===== src/hw/sdram_rd_pkg.sv =====
package sdram_rd_pkg;

	// request address holds bank on top, then row and the 32-bit word column
	localparam int BANK_W = 2;
	localparam int ROW_W = 12;
	localparam int COL_W = 8;
	localparam int ADDR_W = BANK_W + ROW_W + COL_W;

	// word count carried with a request
	localparam int COUNT_W = 24;

	// device pins
	localparam int SDRAM_ADDR_W = 12;
	localparam int DQ_W = 16;

	// one FIFO word holds two device beats
	localparam int WORD_W = 2 * DQ_W;

	// command bits are {ras_n, cas_n, we_n}
	typedef enum logic [2:0] {
		CMD_NOP = 3'b111,
		CMD_ACT = 3'b011,
		CMD_READ = 3'b101,
		CMD_PRE = 3'b010,
		CMD_AR = 3'b001
	} sdram_cmd_e;

	// controller FSM states
	typedef enum logic [3:0] {
		ST_IDLE = 4'd0,
		ST_ACTIVATE = 4'd1,
		ST_READ = 4'd2,
		// wait for in-flight words before a precharge
		ST_DRAIN = 4'd3,
		ST_PRECHARGE = 4'd4,
		ST_REFRESH = 4'd5,
		// cycle that carries the finished pulse
		ST_FINISH = 4'd6
	} rd_state_e;

endpackage

===== src/hw/sdram_rd_top.sv =====
module sdram_rd_top #(
	parameter int T_RCD = 2,
	parameter int T_CAS = 2,
	parameter int T_RP = 2,
	parameter int T_RFC = 7,
	parameter int REFRESH_INTERVAL = 390,
	parameter int FIFO_DEPTH = 16
) (
	input logic clk,
	input logic rst,
	// request
	input logic start,
	input logic [sdram_rd_pkg::ADDR_W-1:0] read_address,
	input logic [sdram_rd_pkg::COUNT_W-1:0] read_count,
	output logic busy,
	output logic finished,
	// SDRAM pins
	output sdram_rd_pkg::sdram_cmd_e command,
	output logic [sdram_rd_pkg::SDRAM_ADDR_W-1:0] addr,
	output logic [sdram_rd_pkg::BANK_W-1:0] bank,
	input logic [sdram_rd_pkg::DQ_W-1:0] data_in,
	// consumer side
	input logic rd_en,
	output logic [sdram_rd_pkg::WORD_W-1:0] rd_data,
	output logic empty
);

	localparam int INF_W = $clog2(T_CAS + 4);
	localparam int FREE_W = $clog2(FIFO_DEPTH + 1);

	logic load;
	logic step_col;
	logic step_row;
	logic row_end;
	logic last;
	logic [sdram_rd_pkg::BANK_W-1:0] cur_bank;
	logic [sdram_rd_pkg::ROW_W-1:0] cur_row;
	logic [sdram_rd_pkg::COL_W-1:0] cur_col;
	logic read_issued;
	logic [INF_W-1:0] inflight;
	logic drained;
	logic wr_en;
	logic [sdram_rd_pkg::WORD_W-1:0] wr_data;
	logic [FREE_W-1:0] free;
	logic refresh_req;
	logic refresh_ack;

	// command sequencing
	sdram_rd_ctrl #(
		.T_RCD(T_RCD),
		.T_CAS(T_CAS),
		.T_RP(T_RP),
		.T_RFC(T_RFC),
		.FIFO_DEPTH(FIFO_DEPTH)
	) u_ctrl (
		.clk(clk),
		.rst(rst),
		.start(start),
		.read_count(read_count),
		.busy(busy),
		.finished(finished),
		.command(command),
		.addr(addr),
		.bank(bank),
		.load(load),
		.step_col(step_col),
		.step_row(step_row),
		.row_end(row_end),
		.last(last),
		.cur_bank(cur_bank),
		.cur_row(cur_row),
		.cur_col(cur_col),
		.read_issued(read_issued),
		.inflight(inflight),
		.drained(drained),
		.free(free),
		.refresh_req(refresh_req),
		.refresh_ack(refresh_ack)
	);

	// bank, row, column and word count
	sdram_rd_addr u_addr (
		.clk(clk),
		.rst(rst),
		.load(load),
		.step_col(step_col),
		.step_row(step_row),
		.read_address(read_address),
		.read_count(read_count),
		.cur_bank(cur_bank),
		.cur_row(cur_row),
		.cur_col(cur_col),
		.row_end(row_end),
		.last(last)
	);

	// beat packing into FIFO words
	sdram_rd_capture #(
		.T_CAS(T_CAS)
	) u_capture (
		.clk(clk),
		.rst(rst),
		.read_issued(read_issued),
		.data_in(data_in),
		.wr_en(wr_en),
		.wr_data(wr_data),
		.inflight(inflight),
		.drained(drained)
	);

	sdram_refresh_timer #(
		.REFRESH_INTERVAL(REFRESH_INTERVAL)
	) u_refresh (
		.clk(clk),
		.rst(rst),
		.refresh_ack(refresh_ack),
		.refresh_req(refresh_req)
	);

	sdram_rd_fifo #(
		.FIFO_DEPTH(FIFO_DEPTH)
	) u_fifo (
		.clk(clk),
		.rst(rst),
		.wr_en(wr_en),
		.wr_data(wr_data),
		.rd_en(rd_en),
		.rd_data(rd_data),
		.empty(empty),
		.free(free)
	);

endmodule


===== src/hw/sdram_rd_fifo.sv =====
module sdram_rd_fifo #(
	parameter int FIFO_DEPTH = 16
) (
	input logic clk,
	input logic rst,
	input logic wr_en,
	input logic [sdram_rd_pkg::WORD_W-1:0] wr_data,
	input logic rd_en,
	output logic [sdram_rd_pkg::WORD_W-1:0] rd_data,
	output logic empty,
	output logic [$clog2(FIFO_DEPTH+1)-1:0] free
);

	localparam int PTR_W = $clog2(FIFO_DEPTH);
	localparam int CNT_W = $clog2(FIFO_DEPTH + 1);

	logic [sdram_rd_pkg::WORD_W-1:0] mem [FIFO_DEPTH];
	logic [PTR_W-1:0] wr_ptr;
	logic [PTR_W-1:0] rd_ptr;
	logic [CNT_W-1:0] count;
	logic do_wr;
	logic do_rd;

	// a write into a full buffer is dropped
	assign do_wr = wr_en && (count != CNT_W'(FIFO_DEPTH));

	// pops on an empty buffer are ignored
	assign do_rd = rd_en && !empty;

	always_ff @(posedge clk) begin
		if (do_wr) begin
			mem[wr_ptr] <= wr_data;
		end
	end

	// pointers wrap on their own since depth is a power of two
	always_ff @(posedge clk) begin
		if (rst) begin
			wr_ptr <= '0;
			rd_ptr <= '0;
			count <= '0;
		end else begin
			if (do_wr) begin
				wr_ptr <= wr_ptr + 1'b1;
			end
			if (do_rd) begin
				rd_ptr <= rd_ptr + 1'b1;
			end
			count <= count + CNT_W'(do_wr) - CNT_W'(do_rd);
		end
	end

	// head word is visible without a read strobe
	assign rd_data = mem[rd_ptr];
	assign empty = (count == '0);
	assign free = CNT_W'(FIFO_DEPTH) - count;

endmodule


===== src/hw/sdram_refresh_timer.sv =====
module sdram_refresh_timer #(
	parameter int REFRESH_INTERVAL = 390
) (
	input logic clk,
	input logic rst,
	input logic refresh_ack,
	output logic refresh_req
);

	localparam int CNT_W = $clog2(REFRESH_INTERVAL + 1);

	logic [CNT_W-1:0] count;

	always_ff @(posedge clk) begin
		if (rst) begin
			count <= '0;
			refresh_req <= 1'b0;
		end else begin
			// request holds until the controller issues AR
			if (refresh_ack) begin
				refresh_req <= 1'b0;
			end
			// a fresh expiry wins over a same-cycle ack
			if (count == CNT_W'(REFRESH_INTERVAL - 1)) begin
				count <= '0;
				refresh_req <= 1'b1;
			end else begin
				count <= count + 1'b1;
			end
		end
	end

endmodule


===== src/hw/sdram_rd_capture.sv =====
module sdram_rd_capture #(
	parameter int T_CAS = 2
) (
	input logic clk,
	input logic rst,
	input logic read_issued,
	input logic [sdram_rd_pkg::DQ_W-1:0] data_in,
	output logic wr_en,
	output logic [sdram_rd_pkg::WORD_W-1:0] wr_data,
	output logic [$clog2(T_CAS+4)-1:0] inflight,
	output logic drained
);

	localparam int INF_W = $clog2(T_CAS + 4);

	// bit k marks a READ issued k+1 cycles ago
	logic [T_CAS:0] token;
	logic [sdram_rd_pkg::DQ_W-1:0] hi_beat;
	logic [INF_W-1:0] inflight_nxt;

	always_ff @(posedge clk) begin
		if (rst) begin
			token <= '0;
			wr_en <= 1'b0;
		end else begin
			token <= {token[T_CAS-1:0], read_issued};
			// low beat arrives one cycle after the high beat
			wr_en <= token[T_CAS];
		end
	end

	always_ff @(posedge clk) begin
		// high half comes first on the bus
		if (token[T_CAS-1]) begin
			hi_beat <= data_in;
		end
		if (token[T_CAS]) begin
			wr_data <= {hi_beat, data_in};
		end
	end

	// up on a READ, down when its word enters the FIFO
	assign inflight_nxt = inflight + INF_W'(read_issued) - INF_W'(wr_en);

	always_ff @(posedge clk) begin
		if (rst) begin
			inflight <= '0;
		end else begin
			inflight <= inflight_nxt;
		end
	end

	// already high in the cycle of the last FIFO write
	assign drained = (inflight_nxt == '0);

endmodule


===== src/hw/sdram_rd_addr.sv =====
module sdram_rd_addr (
	input logic clk,
	input logic rst,
	input logic load,
	input logic step_col,
	input logic step_row,
	input logic [sdram_rd_pkg::ADDR_W-1:0] read_address,
	input logic [sdram_rd_pkg::COUNT_W-1:0] read_count,
	output logic [sdram_rd_pkg::BANK_W-1:0] cur_bank,
	output logic [sdram_rd_pkg::ROW_W-1:0] cur_row,
	output logic [sdram_rd_pkg::COL_W-1:0] cur_col,
	output logic row_end,
	output logic last
);

	// words still to be read, including the current one
	logic [sdram_rd_pkg::COUNT_W-1:0] remaining;

	always_ff @(posedge clk) begin
		if (rst) begin
			remaining <= '0;
		end else if (load) begin
			remaining <= read_count;
		end else if (step_col) begin
			remaining <= remaining - 1'b1;
		end
	end

	// bank, row and column of the next READ
	always_ff @(posedge clk) begin
		if (load) begin
			cur_bank <= read_address[sdram_rd_pkg::ADDR_W-1 -: sdram_rd_pkg::BANK_W];
			cur_row <= read_address[sdram_rd_pkg::COL_W +: sdram_rd_pkg::ROW_W];
			cur_col <= read_address[sdram_rd_pkg::COL_W-1:0];
		end else begin
			// column wraps to zero past 255
			if (step_col) begin
				cur_col <= cur_col + 1'b1;
			end
			if (step_row) begin
				cur_row <= cur_row + 1'b1;
				// last row of a bank carries into the next bank
				if (&cur_row) begin
					cur_bank <= cur_bank + 1'b1;
				end
			end
		end
	end

	// final column of the open row
	assign row_end = &cur_col;

	// one word left
	assign last = (remaining == sdram_rd_pkg::COUNT_W'(1));

endmodule


===== src/hw/sdram_rd_ctrl.sv =====
module sdram_rd_ctrl #(
	parameter int T_RCD = 2,
	parameter int T_CAS = 2,
	parameter int T_RP = 2,
	parameter int T_RFC = 7,
	parameter int FIFO_DEPTH = 16
) (
	input logic clk,
	input logic rst,
	input logic start,
	input logic [sdram_rd_pkg::COUNT_W-1:0] read_count,
	output logic busy,
	output logic finished,
	output sdram_rd_pkg::sdram_cmd_e command,
	output logic [sdram_rd_pkg::SDRAM_ADDR_W-1:0] addr,
	output logic [sdram_rd_pkg::BANK_W-1:0] bank,
	output logic load,
	output logic step_col,
	output logic step_row,
	input logic row_end,
	input logic last,
	input logic [sdram_rd_pkg::BANK_W-1:0] cur_bank,
	input logic [sdram_rd_pkg::ROW_W-1:0] cur_row,
	input logic [sdram_rd_pkg::COL_W-1:0] cur_col,
	output logic read_issued,
	input logic [$clog2(T_CAS+4)-1:0] inflight,
	input logic drained,
	input logic [$clog2(FIFO_DEPTH+1)-1:0] free,
	input logic refresh_req,
	output logic refresh_ack
);

	// longest command gap sets the delay counter width
	localparam int T_MAX_A = (T_RCD > T_RP) ? T_RCD : T_RP;
	localparam int T_MAX = (T_RFC > T_MAX_A) ? T_RFC : T_MAX_A;
	localparam int DLY_W = $clog2(T_MAX + 2);

	// A10 high selects all banks on a precharge
	localparam logic [sdram_rd_pkg::SDRAM_ADDR_W-1:0] A10_ALL = 'h400;

	sdram_rd_pkg::rd_state_e state;
	logic [DLY_W-1:0] delay;
	logic last_sent;
	logic can_issue;
	logic issue_read;

	// nonzero delay forces NOP on the bus
	assign can_issue = (delay == '0);

	// next READ needs a clear gap, no refresh waiting and room for every word in flight
	assign issue_read = (state == sdram_rd_pkg::ST_READ) && can_issue && !refresh_req &&
		(free > inflight);

	// a request with words loads the address datapath
	assign load = ((state == sdram_rd_pkg::ST_IDLE) || (state == sdram_rd_pkg::ST_FINISH)) &&
		start && (read_count != '0);

	// column moves with each READ
	assign step_col = issue_read;

	// row moves when the row-end precharge goes out
	assign step_row = (state == sdram_rd_pkg::ST_PRECHARGE) && can_issue;

	always_ff @(posedge clk) begin
		if (rst) begin
			state <= sdram_rd_pkg::ST_IDLE;
			command <= sdram_rd_pkg::CMD_NOP;
			delay <= '0;
			busy <= 1'b0;
			finished <= 1'b0;
			read_issued <= 1'b0;
			refresh_ack <= 1'b0;
			last_sent <= 1'b0;
		end else begin
			// strobes and command default to idle values
			command <= sdram_rd_pkg::CMD_NOP;
			finished <= 1'b0;
			read_issued <= 1'b0;
			refresh_ack <= 1'b0;
			if (!can_issue) begin
				delay <= delay - 1'b1;
			end
			case (state)
				sdram_rd_pkg::ST_IDLE, sdram_rd_pkg::ST_FINISH: begin
					// a start is taken even while the closing precharge times out
					state <= sdram_rd_pkg::ST_IDLE;
					if (start) begin
						if (read_count == '0) begin
							finished <= 1'b1;
							state <= sdram_rd_pkg::ST_FINISH;
						end else begin
							busy <= 1'b1;
							last_sent <= 1'b0;
							state <= sdram_rd_pkg::ST_ACTIVATE;
						end
					end
				end
				sdram_rd_pkg::ST_ACTIVATE: begin
					if (can_issue) begin
						command <= sdram_rd_pkg::CMD_ACT;
						addr <= cur_row;
						bank <= cur_bank;
						delay <= DLY_W'(T_RCD);
						state <= sdram_rd_pkg::ST_READ;
					end
				end
				sdram_rd_pkg::ST_READ: begin
					if (can_issue && refresh_req) begin
						state <= sdram_rd_pkg::ST_DRAIN;
					end else if (issue_read) begin
						command <= sdram_rd_pkg::CMD_READ;
						// device column is the word column doubled, A10 low
						addr <= {3'b000, cur_col, 1'b0};
						bank <= cur_bank;
						read_issued <= 1'b1;
						// one NOP between READs for the second beat
						delay <= DLY_W'(1);
						if (last) begin
							last_sent <= 1'b1;
							state <= sdram_rd_pkg::ST_DRAIN;
						end else if (row_end) begin
							state <= sdram_rd_pkg::ST_PRECHARGE;
						end
					end
				end
				sdram_rd_pkg::ST_DRAIN: begin
					// row closes only once every word has reached the FIFO
					if (can_issue && drained) begin
						command <= sdram_rd_pkg::CMD_PRE;
						addr <= A10_ALL;
						bank <= cur_bank;
						delay <= DLY_W'(T_RP);
						if (last_sent) begin
							finished <= 1'b1;
							busy <= 1'b0;
							state <= sdram_rd_pkg::ST_FINISH;
						end else begin
							state <= sdram_rd_pkg::ST_REFRESH;
						end
					end
				end
				sdram_rd_pkg::ST_PRECHARGE: begin
					// row end, then open the following row
					if (can_issue) begin
						command <= sdram_rd_pkg::CMD_PRE;
						addr <= A10_ALL;
						bank <= cur_bank;
						delay <= DLY_W'(T_RP);
						state <= sdram_rd_pkg::ST_ACTIVATE;
					end
				end
				sdram_rd_pkg::ST_REFRESH: begin
					// afterwards the same row is opened again
					if (can_issue) begin
						command <= sdram_rd_pkg::CMD_AR;
						refresh_ack <= 1'b1;
						delay <= DLY_W'(T_RFC);
						state <= sdram_rd_pkg::ST_ACTIVATE;
					end
				end
				default: begin
					state <= sdram_rd_pkg::ST_IDLE;
				end
			endcase
		end
	end

endmodule


===== config.mk =====
export PLATFORM = sky130hd
export DESIGN_NAME = sdram_rd_top
export DESIGN_NICKNAME = d
export VERILOG_FILES = /design/src/hw/sdram_rd_pkg.sv /design/src/hw/sdram_rd_top.sv /design/src/hw/sdram_rd_fifo.sv /design/src/hw/sdram_refresh_timer.sv /design/src/hw/sdram_rd_capture.sv /design/src/hw/sdram_rd_addr.sv /design/src/hw/sdram_rd_ctrl.sv
export SDC_FILE = /design/constraint.sdc
export NUM_CORES = 1
export LEC_CHECK = 0
export BUFFER_PORTS_ARGS = -buffer_cell sky130_fd_sc_hd__buf_2
export CAP_MARGIN = 25
export CORE_ASPECT_RATIO = 0.8
export CORE_UTILIZATION = 50
export CTS_BUF_LIST = sky130_fd_sc_hd__clkbuf_16
export DETAILED_ROUTE_END_ITERATION = 6
export PLACE_DENSITY = 0.67
export SLEW_MARGIN = 20
export SYNTH_ARGS = -nofsm -noshare
export SYNTH_HDL_FRONTEND = slang
export SYNTH_SLANG_ARGS = --single-unit

===== constraint.sdc =====
create_clock -name clk -period 6.2 [get_ports clk]
set_clock_uncertainty 0.2 [all_clocks]
set_input_delay 0.31 -clock clk [delete_from_list [all_inputs] [get_ports clk]]
set_output_delay 0.31 -clock clk [all_outputs]
set_load 0.01 [all_outputs]

# Word-level counts from Yosys, hierarchy flattened
# Memories as Yosys holds them, arrays and structs flattened. A register that Yosys moved wholly into a read port is not among the register bits.
# Index checks and enable logic that the tools add are counted.
# classes
reduce_logical	41
mux	69
order_cmp	1
n_eq_ne	22
bitwise_logic	3
addsub	13
# ops
operator	count
12-bit two-way mux	7
4-bit two-way mux	16
24-bit two-way mux	2
12-bit one-hot mux with 4 select lines	1
24-bit by 1-bit == test with 1-bit output (second input constant)	1
24-bit logical NOT	1
24-bit nonzero test	1
24-bit by 1-bit subtractor with 24-bit output (second input constant)	1
4-bit one-hot mux with 5 select lines	1
1-bit two-way mux	19
2-bit two-way mux	9
3-bit two-way mux	6
8-bit two-way mux	2
4-bit one-hot mux with 4 select lines	1
3-bit one-hot mux with 5 select lines	1
12-bit by 1-bit adder with 12-bit output (second input constant)	1
4-bit by 3-bit == test with 1-bit output (second input constant)	3
2-bit by 1-bit inequality test with 1-bit output (second input constant)	6
12-bit AND reduction	1
6-bit AND reduction	2
2-bit nonzero test	6
1-bit logical AND	10
2-bit inequality test (second input constant)	5
5-bit AND reduction	2
other kinds (32)	44
# totals
reg_bits	154
n_memories	1
inputBits	66
wordCells	174
ramBits	512
# mem_list
memory	words	width	rd	rd_clocked_by_memory_dff	write_ports	line	rtl
u_fifo.mem	16	32	1	1	1	sdram_rd_fifo.sv:17	logic [sdram_rd_pkg::WORD_W-1:0] mem [FIFO_DEPTH];

# Logic depth before layout (Yosys ltp)
# Gate-level depths: netlist (run 1).
# depth
depth_word	7
ltp_mapped	16
mapped_depth_nobuf	15

# Hierarchy
# From an unflattened synthesis (run 1), not the netlist that was laid out.
# hier_totals
hier_cells	1475
area_unflattened_um2	26504.2
# by_module_without_submodules
mod	area_per_inst_um2	seq_area_each_um2	n_inst	cells_each
sdram_rd_fifo	20059.2	15715.1	1	901
sdram_rd_addr	2541.2	1141.1	1	275
sdram_rd_ctrl	1735.4	720.7	1	182
sdram_rd_capture	1716.6	1581.5	1	70
sdram_refresh_timer	451.7	200.2	1	47

# Worst setup path after synthesis (run 1)
# OpenSTA, ideal clock, no wires.
# synth_timing
kind	reg2reg
from	register u_capture.inflight[0]
to	register u_ctrl.addr[0] (netlist name) (enable)
setup_time_ns	0.449
path_buffers	0
path_stages_with_launch	11
period_less_slack_ns	4.562
arrival_time_ns	3.914
required_time_ns	5.551
setup_slack_ns	1.638
path_cell_list	dfxtp_1 > inv_1 > ha_1 > inv_1 > ha_1 > fa_1 > xor3_1 > nand2_1 > o21ai_0 > nand2b_1 > a2111oi_0
# synth_via
elab_chain_cells	6
# synth_rtl
element	line	rtl
start, declared	sdram_rd_capture.sv:10	output logic [$clog2(T_CAS+4)-1:0] inflight,
start signal, assigned	sdram_rd_capture.sv:49	inflight <= inflight_nxt;
3-bit by 1-bit adder with 3-bit output	sdram_rd_capture.sv:43	assign inflight_nxt = inflight + INF_W'(read_issued) - INF_W'(wr_en);
3-bit by 1-bit subtractor with 3-bit output	sdram_rd_capture.sv:43	
3-bit logical NOT	sdram_rd_capture.sv:54	assign drained = (inflight_nxt == '0);
1-bit logical AND	sdram_rd_ctrl.sv:128	if (can_issue && drained) begin
2-bit by 1-bit inequality test with 1-bit output (no source line)	--	
7-bit AND reduction (no source line) (*)	--	
end signal, assigned	sdram_rd_ctrl.sv:101	addr <= cur_row;
end signal, assigned	sdram_rd_ctrl.sv:113	addr <= {3'b000, cur_col, 1'b0};
end, declared	sdram_rd_ctrl.sv:15	output logic [sdram_rd_pkg::SDRAM_ADDR_W-1:0] addr,
# Mark *: on every way between the ends. The rest lies on a longest branch, timed or not.
# A chain may end at the register's enable or synchronous reset.

==> results of run 1 <==
## worst paths after layout
check	start	endpoint	slack, ns	cells after the start
setup / recovery	flop	rd_data[22]	2.34	5
hold / removal	start	u_ctrl.finished$_SDFF_PP0_	0.07	4
setup reg to reg	u_fifo.count[2]$_SDFF_PP0_	u_fifo.mem[7][26]$_DFFE_PP_	2.49	8
hold reg to reg	u_capture.hi_beat[15]$_DFFE_PP_	u_capture.wr_data[31]$_DFFE_PP_	0.22	0
## per-layer routing
metal / wire length, um / up-vias / global-route usage
li1: - / 6087 / -
met1: 26200 / 7280 / 0.336
met2: 26700 / 511 / 0.328
met3: 3740 / 88 / 0.0355
met4: 1170 / 0 / 0.0588
met5: 0 / - / 0
## logic make-up after synthesis
group           Yosys count
flops                   669
simple gates            262
mux                     164
compound gates          147
buf+inv                  96
xor+xnor                 38
fa+ha+maj                32
## per-stage QoR
step           worst slack [ns]  cell area, um2
3_3_place_gp               2.56           28000
4_1_cts                    2.02           30800
3_5_place_dp               2.44           28000
2_1_floorplan              1.64           26500
6_report                   2.34           30900
5_1_grt                    2.09           30900
## synth_stat cells, types with 6 or more instances
cell type | number | share of area
or3_1 | 13 | 0.0031
nand3_1 | 29 | 0.0055
mux4_2 | 160 | 0.14
o21ai_0 | 41 | 0.0078
o211ai_1 | 13 | 0.0037
dfxtp_1 | 73 | 0.055
nor4_1 | 9 | 0.0021
xor2_1 | 17 | 0.0056
nor3_1 | 14 | 0.0026
nand4_1 | 7 | 0.0017
a21oi_1 | 39 | 0.0074
nor2b_1 | 14 | 0.0033
inv_1 | 26 | 0.0037
edfxtp_1 | 596 | 0.68
buf_1 | 20 | 0.0028
nand2_1 | 58 | 0.0082
a22oi_1 | 17 | 0.0048
a31oi_1 | 6 | 0.0014
xnor2_1 | 20 | 0.0066
clkbuf_1 | 46 | 0.0065
nand2b_1 | 14 | 0.0033
nor2_1 | 71 | 0.010
ha_1 | 29 | 0.014
## registers in the layout, summed over array words and instances, names as in the netlist, 3 cells and up, named ones only
name / cells
u_ctrl.command: 3
u_capture.wr_data: 32
u_ctrl.state: 3
u_fifo.mem: 512
u_capture.token: 3
u_refresh.count: 9
u_addr.cur_row: 12
u_capture.inflight: 3
u_fifo.count: 5
u_fifo.rd_ptr: 4
u_ctrl.addr: 12
u_ctrl.delay: 4
u_capture.hi_beat: 16
u_fifo.wr_ptr: 4
u_addr.remaining: 24
u_addr.cur_col: 8
## worst min-delay path, stage by stage
cell	delay, ns
buf_2	0.11
nor4b_2	0.21
nand2_1	0.12
a21oi_1	0.07
## area by class of cell
cell class,count,area (um2),share of cell area
flip-flops and latches,669,19400,0.627
repair buffers,207,1480,0.0481
inverters,27,101,0.00328
multi-input cells,643,6860,0.222
clock inverters,53,465,0.0151
clock buffers,69,1730,0.0559
well taps,693,867,0.0281
## power by group through the flow
| stage | Clock [mW] | Sequential (mW) | Combinational (mW) |
|---|---|---|---|
| 2_1_floorplan | 0 | 5.35 | 2.02 |
| 3_3_place_gp | 0 | 5.56 | 2.46 |
| 3_5_place_dp | 0 | 5.57 | 2.50 |
| 4_1_cts | 4.10 | 5.48 | 2.54 |
| 5_1_grt | 4.26 | 5.46 | 2.83 |
| 6_report | 4.04 | 5.43 | 2.59 |
==> results_dict.tcl, run 1 <==
set metrics [dict create \
    grt_use_total 0.219 \
    vias_per_cell 5.92 \
    dp.final_hpwl_um 33400 \
    crit_path_max_fanout 29 \
    timing.critical_path.from_type "flop" \
    p_switching_mw 3.29 \
    fp.dieArea_um2 53900 \
    power_report.internal_total_mw 8.76 \
    timing.setup.critical_path_class "flop to primary output" \
    p_sw_frac 0.273 \
    clkPwrFrac 0.335 \
    final-instance-count-excl-fill 2361 \
    cap_violations 0 \
    wirelength_um 57800 \
    finalCriticalPeriod_ns 3.86 \
    ant_nets 0 \
    layout-drive-gt1-share 0.264 \
    clock_latency_ns 0.60 \
    final.fill_count 3813 \
    crit_chain "buf_16, buf_4, mux4_2, mux4_2, buf_2" \
    io_pins 118 \
    cts_resized 0 \
    adder_cell_area_share_of_the_yosys_netlist 0.0156 \
    clock.fmax_mhz 259 \
    share_of_the_cycle_needed_by_the_critical_path_after_routing 0.622 \
    synth.yosys.seq_area_share 0.732 \
    commonest_cells_after_routing_fill_and_taps_aside "edfxtp_1 (596), mux4_2 (160), buf_2 (117), clkbuf_16 (69), dfxtp_1 (68)" \
    timing.hold.ws_ns 0.0737 \
    synthesis.area_um2 26500 \
    antenna_found_initial 2 \
    most_frequent_standard_cell_in_the_layout_excluding_fill_and_tap_cells "edfxtp_1" \
    mux_cell_area_share_after_synthesis 0.138 \
    h-tree-depth 3 \
    synth_compound_area_frac 0.0371 \
    critical_path_s_slowest_cell "dfxtp_4" \
    effective_utilization_at_floorplan 0.505 \
    gp_congestion 0.840 \
    power.combinational.fraction 0.215 \
    timing.slew.headroom 0.379 \
    drt_iter0_drc 1535 \
    setup_tns_ns 0 \
    main_combinational_cell_family_by_area_after_synthesis "multiplexers" \
    synthXorXnorAreaFrac 0.0131 \
    synth-edff-count 596 \
    synth_nets 1505 \
    finalPower_mw 12.1 \
    tightestPinTransition_ns 0.930 \
    n_antenna_cell 0 \
    synth-seq-cells 669 \
    gr-total-overflow 0 \
    synth-warning-count 0 \
    cts_hold_repair.buffers 63 \
    numCtsBuffers 66 \
    power_density_of_the_placed_cells_nw_per_um2 390 \
    critical_path.top_delay_family "multiplexers" \
    final_count_of_pins_violating_max_slew 0 \
    postSynthCellCount 1408 \
    avgSynthCellArea_um2 18.8 \
    cts-root-buf "clkbuf_16" \
    report.final.hold_viol_count 0 \
    clock_sinks 669 \
    static-leakage-power_nw 10.0 \
    layout.nets 1711 \
    num_vias 13966 \
    post-cts-setup-buffers 0 \
    seq_power_share 0.450 \
    cp_num_buf_inv 3 \
    vdd.ir_drop.worst_v 0.000205 \
    critPathArrivalTime_ns 3.35 \
    wl_per_cell_um 24.5 \
    count_of_placed_standard_cells_including_taps 2173 \
    slowest_delay_ns 0.61 \
    die_height_um 208 \
    die-width_um 259 \
    clk_pin_slew_worst_paths_ns 0.06 \
    synth.distinct_cells 65 \
    grt_pass1_wl_um 87100 \
    final-setup-viol-count 0 \
    cpMostUsedCell "mux4_2" \
    placeable_area_um2 52400 \
    setup_repair_after_global_routing_missed_its_margin "false" \
    crit_required_ns 5.69 \
    flow.area_growth_from_synthesis_pct 16.7 \
    outcome "completed" \
    setup.worst_path.end_class "primary output" \
    largest_net_degree_at_the_start_of_global_routing 77 \
    tritoncts_clock_tree "done" \
    worstHoldPathType "primary input to flop" \
    share_of_async_settable_or_async_resettable_flops_after_synthesis 0 \
    synth-simple-area-share 0.0512 \
    std_cell_rows 75 \
    drt_first_pass_iters 7 \
    cts-root-to-sink-buffers 3 \
    first_global_vias 14061 \
    io_buffer_count 117 \
    drc 0 \
    synth_ff_type "edfxtp_1" \
    final_util 0.590 \
]
No activity file was read; power rests on OpenSTA's default activity.
==> inputs of run 2 (changes only) <==
--- a/config.mk
+++ b/config.mk
@@ -5,6 +5,7 @@
 export SDC_FILE = /design/constraint.sdc
 export NUM_CORES = 1
 export LEC_CHECK = 0
+export ABC_AREA = 1
 export BUFFER_PORTS_ARGS = -buffer_cell sky130_fd_sc_hd__buf_2
 export CAP_MARGIN = 25
 export CORE_ASPECT_RATIO = 0.8
==> constraint.sdc (replaced) <==
create_clock -name clk -period 3.8 [get_ports clk]
set_clock_uncertainty 0.2 [all_clocks]
set_input_delay 0.19 -clock clk [delete_from_list [all_inputs] [get_ports clk]]
set_output_delay 0.19 -clock clk [all_outputs]
set_load 0.01 [all_outputs]
==> run 2 against run 1 <==
  * Sequential power is 60% higher
  * Design area is 4.7% higher
  * Flip-flop and latch count stayed put
  * Register-to-register slack worse by 2.0 ns
  * Via count is 26% higher
  * Global-route usage is 1.5 points higher
==> results_dict.tcl, run 2 <==
set metrics [dict create \
    h-tree-depth 3 \
    clock_sinks 669 \
    seqCellArea_um2 19400 \
    rr_worst_depth 15 \
    numCtsBuffers 67 \
    cp_num_buf_inv 4 \
    synth.yosys.seq_area_share 0.697 \
    synthDominantCellAreaShare 0.644 \
    commonest_cells_after_routing_fill_and_taps_aside "edfxtp_1 (596), inv_1 (246), nand2_1 (233), o21ai_0 (199), a21oi_1 (161)" \
    layout.nets 2508 \
    power_density_of_the_placed_cells_nw_per_um2 611 \
    cap_violations 0 \
    die_height_um 213 \
    timing.critical_path.from_type "flop" \
    n_antenna_cell 0 \
    static-leakage-power_nw 11.7 \
    report.final.hold_viol_count 0 \
    first_global_vias 17240 \
    crit_cells 15 \
    wl_met3_um 4400 \
    synth_ff_type "edfxtp_1" \
    finalCriticalPeriod_ns 3.31 \
    top_register "u_fifo.mem" \
    synth-seq-cells 669 \
    final-setup-viol-count 0 \
    num_vias 17624 \
    timing.reg2reg.setup_slack_ns 0.49 \
    dp.final_hpwl_um 38600 \
    worstReg2RegEnd "u_addr.remaining[6]$_SDFFE_PP0P_" \
    die-width_um 265 \
    synth.distinct_cells 44 \
    wirelength_um 65200 \
    gp_congestion 0.856 \
    crit_path_max_fanout 18 \
    post-cts-setup-buffers 0 \
    most_frequent_standard_cell_in_the_layout_excluding_fill_and_tap_cells "edfxtp_1" \
    vias_per_cell 5.50 \
    final_count_of_pins_violating_max_slew 0 \
    drc 0 \
    largest_register_ff_count 512 \
    synth-warning-count 0 \
    drt_first_pass_iters 6 \
    cpMostUsedCell "nand2_1" \
    final.fill_count 4229 \
    cts-root-buf "clkbuf_16" \
    std_cell_rows 76 \
    setup.worst_path.end_class "flop" \
    io_pins 118 \
    multi_input_area_um2 7120 \
    outcome "completed" \
    share_of_the_cycle_needed_by_the_critical_path_after_routing 0.872 \
    avgSynthCellArea_um2 12.6 \
    worst_r2r_startpoint "u_fifo.count[1]$_SDFF_PP0_" \
    slowest_delay_ns 0.57 \
    placeable_area_um2 54300 \
    yosysTopAreaCell "edfxtp_1" \
    crit_required_ns 4.15 \
    grt_pass1_wl_um 99300 \
    critPathArrivalTime_ns 3.66 \
    flow.area_growth_from_synthesis_pct 16.5 \
    largest_net_degree_at_the_start_of_global_routing 151 \
    worstHoldPathType "primary input to flop" \
    synth_nets 2306 \
    timing.slew.headroom 0.455 \
    postSynthCellCount 2209 \
    drt_iter0_drc 1700 \
    grt_use_total 0.234 \
    critical_path_s_slowest_cell "dlygate4sd3_1" \
    vdd.ir_drop.worst_v 0.000390 \
    clk_pin_slew_worst_paths_ns 0.06 \
    antenna_found_initial 0 \
    reg_top3 "u_fifo.mem x512, u_capture.wr_data x32, u_addr.remaining x24" \
    timing.hold.ws_ns 0.0920 \
    cts-root-to-sink-buffers 3 \
    layout-drive-gt1-share 0.123 \
    wl_per_cell_um 20.4 \
    netlist_top_cells_area "edfxtp_1 (64%), dfxtp_1 (5.3%), mux2i_1 (4.6%), o211ai_1 (3.7%), o21ai_0 (3.6%)" \
    setup_tns_ns 0 \
    synthesis.area_um2 27800 \
    io_buffer_count 117 \
    crit_path_end "u_addr.remaining[6]$_SDFFE_PP0P_" \
    setup_repair_after_global_routing_missed_its_margin "false" \
    timing.setup.critical_path_class "flop to flop" \
    clock_latency_ns 0.62 \
    critical_path.top_delay_family "buffers and inverters" \
    post-synth-top-count-cell "edfxtp_1" \
    clock.fmax_mhz 302 \
    gr-total-overflow 0 \
    ant_nets 0 \
    effective_utilization_at_floorplan 0.511 \
    met2RoutedLength_um 30100 \
    wirelength_met1_um 29200 \
    setup.worst_path.start "u_fifo.count[1]$_SDFF_PP0_" \
    tritoncts_clock_tree "done" \
    share_of_async_settable_or_async_resettable_flops_after_synthesis 0 \
    crit_chain "inv_1, ha_1, xnor2_1, ha_1, a21oi_1, nand2_1, nand2_1, nand2_1, nand2_2, buf_4, nand2_4, inv_4, nand2_1, a31oi_1, dlygate4sd3_1" \
    synthTopCellsByCount "edfxtp_1 (596), nand2_1 (233), inv_1 (228)" \
    tightestPinTransition_ns 0.818 \
    maxUsedRoutingLayer "met4" \
    synth-edff-count 596 \
    fp.dieArea_um2 56500 \
]
-- run 2: cell count changes after synthesis, moves of 17 or more --
cell | previous run | this run
a22oi_1 | 17 | 0
nand2_1 | 58 | 233
o211ai_1 | 13 | 136
nand3_1 | 29 | 81
buf_2 | 2 | 21
mux4_2 | 160 | 0
buf_4 | 0 | 17
o21ai_0 | 41 | 199
mux2i_1 | 4 | 128
nor2_1 | 71 | 127
a21oi_1 | 39 | 161
inv_1 | 26 | 228
-- run 2: how the worst min path moves through the flow --
stage | start | endpoint | slack [ns] | cells past startpoint
2_1_floorplan | data_in[0] | u_capture.hi_beat[0]$_DFFE_PP_ | 0.09 | 0
3_3_place_gp | data_in[2] | u_capture.wr_data[2]$_DFFE_PP_ | 0.18 | 1
3_5_place_dp | data_in[4] | u_capture.hi_beat[4]$_DFFE_PP_ | 0.18 | 1
4_1_cts | data_in[13] | u_capture.hi_beat[13]$_DFFE_PP_ | 0.06 | 2
5_1_grt | data_in[12] | u_capture.hi_beat[12]$_DFFE_PP_ | 0.09 | 2
6_report | data_in[3] | u_capture.wr_data[3]$_DFFE_PP_ | 0.09 | 2
-- run 2: logic make-up after synthesis --
logic type | count (synthesis) | synth area share
buffers and inverters | 348 | 0.0510
multiplexers | 128 | 0.0461
adder cells (fa/ha/maj) | 31 | 0.0145
flip-flops | 669 | 0.697
AO/OA/AOI/OAI | 513 | 0.106
XOR/XNOR | 36 | 0.0114
AND/OR/NAND/NOR | 484 | 0.0741
-- run 2: final cells by class --
type | instances | share of cell area
sequential | 669 | 0.599
multi-input combinational | 1192 | 0.220
timing repair buffer | 240 | 0.0593
clock buffer | 67 | 0.0518
tap | 741 | 0.0287
inverter | 241 | 0.0282
clock inverter | 55 | 0.0130
-- run 2: metrics by stage --
step                setup WS (ns)  total power [mW]  instances  utilization  cell area [um2]
floorplan                   0.422              12.1       2209            -            27800
CTS                         0.487              19.9       3203        0.595            32300
global route                0.272              20.7       3205        0.596            32300
global placement            0.650              13.4       3004        0.542            29400
finish                      0.488              19.8       3205        0.596            32300
detailed placement          0.616              13.5       3005        0.542            29400
-- run 2: report_power, final --
part | internal [mW] | switching [mW] | leakage (nW)
clock network | 3.52 | 2.81 | 1.10
logic | 1.76 | 3.01 | 4.61
registers | 8.36 | 0.316 | 5.97
total | 13.6 | 6.14 | 11.7
-- run 2: metal layers --
| metal | up-vias | global-route usage |
|---|---|---|
| li1 | 8335 | - |
| met1 | 8603 | 0.329 |
| met2 | 580 | 0.374 |
| met3 | 106 | 0.0438 |
| met4 | 0 | 0.0678 |
| met5 | - | 0 |
-- run 2: repair_timing --
| action | 4_1_cts | 5_1_grt |
|---|---|---|
| gates resized for setup | 0 | 0 |
| hold buffers | 76 | 0 |
| hold endpoints to repair | 103 | 0 |
-- run 2: worst reg2reg max path, stage by stage, from the launching register on --
cell           delay (ns)
dfxtp_1              0.39
inv_1                0.10
ha_1                 0.21
xnor2_1              0.20
ha_1                 0.29
a21oi_1              0.15
nand2_1              0.06
nand2_1              0.05
nand2_1              0.09
nand2_2              0.09
buf_4                0.23
nand2_4              0.18
inv_4                0.22
nand2_1              0.08
a31oi_1              0.14
dlygate4sd3_1        0.57
